[config.mk]
export PLATFORM = sky130hd
export DESIGN_NAME = ahb_out_stage
export DESIGN_NICKNAME = d
export VERILOG_FILES = /design/src/hdl/mtx_pkg.sv /design/src/hdl/ahb_pkg.sv /design/src/hdl/ahb_out_stage.sv /design/src/hdl/data_phase_ctrl.sv /design/src/hdl/port_mux.sv /design/src/hdl/out_stage_arb.sv
export VERILOG_INCLUDE_DIRS = /design/src /design/src/hdl
export SDC_FILE = /design/constraint.sdc
export NUM_CORES = 1
export LEC_CHECK = 0
export BUFFER_PORTS_ARGS = -buffer_cell sky130_fd_sc_hd__buf_2
export CAP_MARGIN = 40
export CORE_AREA = 4 4 128 130
export CTS_BUF_LIST = sky130_fd_sc_hd__clkbuf_8
export CTS_CLUSTER_DIAMETER = 200
export DETAILED_ROUTE_END_ITERATION = 7
export DIE_AREA = 0 0 132 134
export PLACE_DENSITY = 0.67
export SLEW_MARGIN = 40
export SYNTH_ARGS = -nofsm -noshare
export SYNTH_HDL_FRONTEND = slang
export SYNTH_HIERARCHICAL = 1
export SYNTH_SLANG_ARGS = --single-unit
export TNS_END_PERCENT = 50
[constraint.sdc]
create_clock -name HCLK -period 4.5 [get_ports HCLK]
set_clock_uncertainty 0.2 [all_clocks]
set_input_delay 0.9 -clock HCLK [delete_from_list [all_inputs] [get_ports HCLK]]
set_output_delay 0.9 -clock HCLK [all_outputs]
set_load 0.01 [all_outputs]
[src/hdl/ahb_mtx_macros.svh]
// Bus matrix widths and port count

`ifndef AHB_MTX_MACROS_SVH
`define AHB_MTX_MACROS_SVH

// ----------------------------------------------------------------------
// AHB bus widths
// ----------------------------------------------------------------------
`define AHB_ADDR_W     32  // HADDR width
`define AHB_DATA_W     32  // HWDATA width

// ----------------------------------------------------------------------
// Output stage connectivity
// ----------------------------------------------------------------------
// Three input stages reach this slave port through the sparse matrix
`define MTX_NUM_PORTS  3   // Input ports competing for the slave
`define MTX_PORT_W     2   // Bits needed for a port index

`endif
[src/hdl/mtx_pkg.sv]
// Matrix arbitration types

`include "ahb_mtx_macros.svh"

package mtx_pkg;

  // Input port number, 0 is highest priority
  typedef logic [`MTX_PORT_W-1:0] port_idx_t;

  // ----------------------------------------------------------------------
  // Arbiter result
  // ----------------------------------------------------------------------
  // port is only meaningful while none is clear
  typedef struct packed
  {
    port_idx_t port;  // Granted input port
    logic      none;  // No port owns the slave
  } grant_t;

endpackage

[src/hdl/ahb_pkg.sv]
// AHB protocol types

`include "ahb_mtx_macros.svh"

package ahb_pkg;

  // ----------------------------------------------------------------------
  // Transfer kind
  // ----------------------------------------------------------------------
  typedef enum logic [1:0]
  {
    IDLE   = 2'b00,  // No transfer
    BUSY   = 2'b01,  // Burst paused by master
    NONSEQ = 2'b10,  // First beat or single
    SEQ    = 2'b11   // Following beat of a burst
  } htrans_e;

  // ----------------------------------------------------------------------
  // Address/control phase of one port
  // ----------------------------------------------------------------------
  // Field order sets the packed layout with sel as the MSB
  typedef struct packed
  {
    logic                   sel;       // HSEL for this slave
    logic [`AHB_ADDR_W-1:0] addr;      // HADDR
    htrans_e                trans;     // HTRANS
    logic                   write;     // HWRITE
    logic [2:0]             size;      // HSIZE
    logic [2:0]             burst;     // HBURST
    logic [3:0]             prot;      // HPROT
    logic [2:0]             master;    // HMASTER, up to 8 masters
    logic                   mastlock;  // HMASTLOCK
  } ahb_addr_t;

  // ----------------------------------------------------------------------
  // Data phase payload
  // ----------------------------------------------------------------------
  typedef logic [`AHB_DATA_W-1:0] ahb_wdata_t;  // HWDATA

endpackage

[src/hdl/ahb_out_stage.sv]
// AHB matrix output stage for one slave port

`include "ahb_mtx_macros.svh"

module ahb_out_stage
(
  input  logic                      HCLK,
  input  logic                      HRESETn,

  // Input stages
  input  ahb_pkg::ahb_addr_t        i_addr      [`MTX_NUM_PORTS],  // Address/control
  input  logic [`MTX_NUM_PORTS-1:0] i_held_tran,                   // Held transfer flags
  input  ahb_pkg::ahb_wdata_t       i_wdata     [`MTX_NUM_PORTS],  // Write data

  // Shared slave
  input  logic                      i_hreadyout,  // Slave ready feedback
  output ahb_pkg::ahb_addr_t        o_addr,       // Address/control to slave
  output ahb_pkg::ahb_wdata_t       o_wdata,      // Write data to slave
  output logic                      o_hreadymux,  // Multiplexed ready
  output logic [`MTX_NUM_PORTS-1:0] o_active      // Port owns address phase
);

  import ahb_pkg::*;
  import mtx_pkg::*;

  logic [`MTX_NUM_PORTS-1:0] req;        // Qualified requests
  grant_t                    grant;      // Address phase owner
  grant_t                    data_grant; // Data phase owner
  ahb_addr_t                 addr_sel;   // Granted address phase
  logic                      hreadymux;

  // ----------------------------------------------------------------------
  // Request qualification
  // ----------------------------------------------------------------------
  // Port asks only with a pending transfer aimed at this slave
  always_comb
  begin
    for (int i = 0; i < `MTX_NUM_PORTS; i++)
      req[i] = i_held_tran[i] & i_addr[i].sel;
  end

  // ----------------------------------------------------------------------
  // Arbitration
  // ----------------------------------------------------------------------
  out_stage_arb u_arb
  (
    .HCLK        (HCLK),
    .HRESETn     (HRESETn),
    .i_req       (req),
    .i_hreadymux (hreadymux),
    .i_addr_sel  (addr_sel),
    .o_grant     (grant)
  );

  // One-hot owner decode
  always_comb
  begin
    o_active = '0;
    if (!grant.none)
      o_active[grant.port] = 1'b1;
  end

  // ----------------------------------------------------------------------
  // Address and write data paths
  // ----------------------------------------------------------------------
  port_mux #(.payload_t(ahb_addr_t)) u_addr_mux
  (
    .i_payload (i_addr),
    .i_grant   (grant),
    .o_payload (addr_sel)
  );

  port_mux #(.payload_t(ahb_wdata_t)) u_data_mux
  (
    .i_payload (i_wdata),
    .i_grant   (data_grant),   // none never set here
    .o_payload (o_wdata)
  );

  // ----------------------------------------------------------------------
  // Data phase control
  // ----------------------------------------------------------------------
  data_phase_ctrl u_data_ctrl
  (
    .HCLK         (HCLK),
    .HRESETn      (HRESETn),
    .i_grant      (grant),
    .i_sel        (addr_sel.sel),
    .i_hreadyout  (i_hreadyout),
    .o_data_grant (data_grant),
    .o_hreadymux  (hreadymux)
  );

  assign o_addr      = addr_sel;
  assign o_hreadymux = hreadymux;  // Also back to the input stages

endmodule

[src/hdl/data_phase_ctrl.sv]
// Data phase tracking and ready multiplexer

`include "ahb_mtx_macros.svh"

module data_phase_ctrl
(
  input  logic            HCLK,
  input  logic            HRESETn,
  input  mtx_pkg::grant_t i_grant,       // Address phase owner
  input  logic            i_sel,         // Selected port HSEL
  input  logic            i_hreadyout,   // Slave ready feedback
  output mtx_pkg::grant_t o_data_grant,  // Data phase owner
  output logic            o_hreadymux    // Multiplexed ready
);

  import mtx_pkg::*;

  port_idx_t data_port_q;  // Port in data phase
  logic      slave_sel_q;  // Data phase addressed this slave

  // ----------------------------------------------------------------------
  // Data phase registers
  // ----------------------------------------------------------------------
  // Address phase moves into data phase on ready high
  always_ff @(posedge HCLK)
  begin
    if (!HRESETn)
    begin
      data_port_q <= '0;
      slave_sel_q <= 1'b0;
    end
    else if (o_hreadymux)
    begin
      data_port_q <= i_grant.port;
      slave_sel_q <= i_sel;
    end
  end

  // Write data always follows some port
  assign o_data_grant.port = data_port_q;
  assign o_data_grant.none = 1'b0;

  // ----------------------------------------------------------------------
  // Ready generation
  // ----------------------------------------------------------------------
  // Slave only stalls a data phase it was selected for
  assign o_hreadymux = slave_sel_q ? i_hreadyout : 1'b1;

  // Unselected phase finishes at once
  a_unsel_ready: assert property (@(posedge HCLK) disable iff (!HRESETn)
    (o_hreadymux && !i_sel) |=> o_hreadymux);

endmodule

[src/hdl/port_mux.sv]
// Per-port payload selector

`include "ahb_mtx_macros.svh"

module port_mux
#(
  parameter type payload_t = logic [`AHB_DATA_W-1:0]  // Payload carried per port
)
(
  input  payload_t        i_payload [`MTX_NUM_PORTS],  // One payload per port
  input  mtx_pkg::grant_t i_grant,                     // Port to pass through
  output payload_t        o_payload
);

  import mtx_pkg::*;

  port_idx_t sel_idx;  // Chosen port

  assign sel_idx = i_grant.port;

  // Zero when nobody is granted so the slave sees IDLE
  always_comb
  begin
    o_payload = '0;
    if (!i_grant.none)
      o_payload = i_payload[sel_idx];
  end

  // Index must hit an existing port
  always_comb
  begin
    if (!i_grant.none)
      a_idx_range: assert final (sel_idx < `MTX_NUM_PORTS);
  end

endmodule

[src/hdl/out_stage_arb.sv]
// Output stage fixed-priority arbiter

`include "ahb_mtx_macros.svh"

module out_stage_arb
(
  input  logic                      HCLK,
  input  logic                      HRESETn,
  input  logic [`MTX_NUM_PORTS-1:0] i_req,        // Qualified port requests
  input  logic                      i_hreadymux,  // Transfer done on the slave
  input  ahb_pkg::ahb_addr_t        i_addr_sel,   // Phase of the granted port
  output mtx_pkg::grant_t           o_grant
);

  import ahb_pkg::*;
  import mtx_pkg::*;

  grant_t grant_q;       // Address phase owner
  grant_t grant_d;
  logic   lock_held_q;   // Locked sequence running through this port
  logic   lock_held_d;
  logic   lock_arb;      // Mastlock masked by sel or lock_held_q
  logic   burst_hold;    // Granted port mid burst
  logic   hold_grant;

  // ----------------------------------------------------------------------
  // Hold conditions
  // ----------------------------------------------------------------------
  // A master may address another slave inside a locked sequence, so the
  // mastlock alone keeps the grant once the sequence has started here
  assign lock_arb   = i_addr_sel.mastlock & (i_addr_sel.sel | lock_held_q);
  assign burst_hold = i_addr_sel.sel &
                      ((i_addr_sel.trans == SEQ) | (i_addr_sel.trans == BUSY));
  assign hold_grant = lock_arb | burst_hold;  // Both zero while none set

  // Lock tracking
  always_comb
  begin
    lock_held_d = lock_held_q;
    if (i_addr_sel.sel & i_addr_sel.mastlock &
        ((i_addr_sel.trans == NONSEQ) | (i_addr_sel.trans == SEQ)))
      lock_held_d = 1'b1;              // Locked beat accepted here
    else if (!i_addr_sel.mastlock)
      lock_held_d = 1'b0;              // Sequence over
  end

  // ----------------------------------------------------------------------
  // Priority select
  // ----------------------------------------------------------------------
  always_comb
  begin
    grant_d = grant_q;
    if (!hold_grant)
    begin
      grant_d.port = '0;
      grant_d.none = 1'b1;
      // Walk down so the lowest requester is written last
      for (int i = `MTX_NUM_PORTS - 1; i >= 0; i--)
      begin
        if (i_req[i])
        begin
          grant_d.port = port_idx_t'(i);
          grant_d.none = 1'b0;
        end
      end
    end
  end

  // ----------------------------------------------------------------------
  // State registers
  // ----------------------------------------------------------------------
  always_ff @(posedge HCLK)
  begin
    if (!HRESETn)
    begin
      grant_q.port <= '0;
      grant_q.none <= 1'b1;        // Nobody owns the slave
      lock_held_q  <= 1'b0;
    end
    else if (i_hreadymux)          // Only between address phases
    begin
      grant_q     <= grant_d;
      lock_held_q <= lock_held_d;
    end
  end

  assign o_grant = grant_q;

  // Granted index names a real port
  a_grant_range: assert property (@(posedge HCLK) disable iff (!HRESETn)
    !grant_q.none |-> (grant_q.port < `MTX_NUM_PORTS));

  // Stalled address phase keeps its owner
  a_grant_stall: assert property (@(posedge HCLK) disable iff (!HRESETn)
    !i_hreadymux |=> $stable(grant_q));

endmodule

==> impl_metrics.toml <==
[run_status]
outcome = "completed"

[sta]
slew_headroom = 0.466
max_freq_ghz = 0.307
tns_ns = 0
worst_pin_slew_ns = 0.800
period_share = 0.724
min_period_ns = 3.26
slew_viol_final = 0
finalHoldViolations = 0
rsz0062_at_grt = "no"
setup_viol_count_final = 0

[clock_network]
max-clock-path-buffers = 2
path_clk_slew_ns = 0.04
clockRootBuffer = "clkbuf_8"
htreeDepth = 1
cts_hold_buf = 0
clock-sinks = 7
clock_latency_ns = 0.23
ctsResizeCount = 0
postCtsSetupBuffers = 0
cts_tree = "yes"
cts_buffers = 3

[finish]
syn_to_final_growth_pct = 45.1
nets = 974
drive_gt1_frac = 0.707
post-route-util = 0.361

[power_and_ir_drop]
p_seq_frac = 0.144
pwr_density_cell_nw_per_um2 = 122
power_frac_comb = 0.721
ir_drop_mv = 0.0421
leakagePower_uw = 0.00245
clkPwrFrac = 0.135
p_total_uw = 665
switching_share = 0.450
p_switching_uw = 300
power.internal_uw = 366

[yosys]
synth_area_leaders = "a211oi_2 50%, nor2b_1 13%, nand2b_1 13%"
syn_nets = 675
synth_xor_area_frac = 0
synthArstFlopShare = 0
synthTopCellsByCount = "150 x a211oi_2, 81 x nor2b_1, 80 x nand2b_1"
avgSynthCellArea_sq_um = 8.90
synth-adder-area-share = 0
synth_compound_area_frac = 0.535
synth_warnings = 6
ys.flop_type = "dfxtp_1"
yosysTopAreaCell = "a211oi_2"
ys_types = 32
syn_area_sq_um = 3760
seq_area_frac_synth = 0.0372
yosysTopAreaCellShare = 0.499
synth_most_common_cell = "a211oi_2"
synth.area.mux_share = 0.0186
synth-seq-cells = 7
synth_edf_count = 0
synth_cells = 423
synth_top_family_by_area = "compound AO/OA/AOI/OAI gates"
synth-simple-area-share = 0.299

[drt]
drt-initial-drc-count = 128
vias = 4224
firstDrtPassIters = 6
drc_errors = 0
postRouteAntennaNets = 0
wl_per_cell_um = 16.6
avgViaCountPerCell = 4.64
drt-total-wl_um = 15100

[worst_setup_path]
crit_path_max_incr_delay_ns = 0.57
crit_slowest_cell = "dfxtp_4"
cp.required_ns = 3.40
critical_path.max_fanout = 58
endpoint_kind = "output port"
crit_type = "reg2out"
path_cells = "buf_12 -> buf_4 -> nor2b_1 -> a211oi_2 -> a211oi_2 -> buf_2"
cp.arrival_ns = 2.16
startpoint_type = "register"
crit_top_cell = "a211oi_2"

[floorplan]
die-area_sq_um = 17700
start_util = 0.248
row_count = 45
die_x_um = 132
die_h_um = 134
coreArea_sq_um = 15100
ioPinCount = 338

[worst_hold_path]
hold_path_class = "reg2reg"

[global_route]
grt.total_usage = 0.157
grt_max_degree = 59
grt_pass1_vias = 4184
antenna_found_initial = 4
grt-ovfl-total = 0
grt_pass1_wl_um = 22500

[placement]
place.gp.congestion = 0.794
port_buffers = 337
place_hpwl_um = 12700

[flow_run]
maxCapViolations = 0
[cells in the final DEF (no fill, tap or decap), types with 2 or more instances in the layout]
cell      synthesis  final
a211oi_1         10     10
a211oi_2        150    150
and2_1            3      3
buf_12            6      2
buf_2            23    337
buf_4             1     10
clkbuf_8          0      3
dfxtp_1           7      2
dfxtp_4           0      5
inv_1             2      3
mux2i_1           7      7
nand2_1           6      6
nand2b_1         80     80
nand3_1           3      3
nor2_1            5      5
nor2b_1          81     81
nor3b_1           2      2
[routing by layer]
layer | share of wire | global-route usage | vias up
met3 | 0.11 | 0.0615 | 14
met5 | 0.0027 | 0 | -
li1 | - | - | 2154
met4 | 0.012 | 0.0303 | 6
met2 | 0.51 | 0.295 | 201
met1 | 0.37 | 0.168 | 1849
[final cells by class]
type / count / area (sq um)
multi-input combinational: 359 / 3210
antenna: 1 / 2.50
fill: 1623 / 9680
timing repair buffer: 349 / 1800
sequential: 7 / 159
tap: 188 / 235
clock inverter: 1 / 3.75
clock buffer: 3 / 41.3
inverter: 2 / 7.51
[kinds of logic (layout without fill, tap and decap cells)]
logic type,Yosys count,count (layout)
AOI/OAI and AO/OA,168,168
buffers and inverters,57,355
DFF,7,7
muxes,7,7
other,1,2
and+or+nand+nor,183,183
[state kept, by name (all words and copies together), names as in the netlist]
signal	flops
u_data_ctrl/data_port_q	2
u_data_ctrl/slave_sel_q	1
u_arb/o_grant	3
u_arb/lock_held_q	1
[power by group through the flow]
stage	combinational, uW	clock (uW)	sequential, uW
5_1_grt	523	96.2	99.2
3_5_place_dp	469	0	108
3_3_place_gp	457	0	113
2_1_floorplan	310	0	68.5
6_report	480	89.6	96.0
4_1_cts	472	93.7	107
[through the flow]
step | hold WS, ns | setup slack [ns] | cells | instance area (sq um)
2_1_floorplan | 0.235 | 1.96 | 423 | 3760
3_3_place_gp | 0.284 | 1.37 | 903 | 5370
3_5_place_dp | 0.279 | 1.49 | 904 | 5390
4_1_cts | 0.291 | 1.24 | 908 | 5440
5_1_grt | 0.347 | 1.08 | 909 | 5460
6_report | 0.296 | 1.24 | 910 | 5460
[final timing paths]
| kind | from | endpoint | slack (ns) | depth (start not counted) |
|---|---|---|---|---|
| setup / recovery | u_arb/o_grant[2]$_SDFFE_PN0P_ | o_addr[38] | 1.24 | 6 |
| hold / removal | u_arb/lock_held_q$_SDFFE_PN0P_ | u_arb/lock_held_q$_SDFFE_PN0P_ | 0.30 | 2 |
| setup reg to reg | u_arb/o_grant[1]$_SDFFE_PN0P_ | u_arb/o_grant[2]$_SDFFE_PN0P_ | 1.95 | 6 |
| hold reg to reg | u_arb/lock_held_q$_SDFFE_PN0P_ | u_arb/lock_held_q$_SDFFE_PN0P_ | 0.30 | 2 |
[worst max-delay path: cells and delay by family, from the launching register on]
family	cells	cell delay, ns
buffers and inverters	3	0.91
and+or+nand+nor	1	0.12
AOI/OAI and AO/OA	2	0.31
DFF	1	0.57
(Power assumes the default switching activity.)
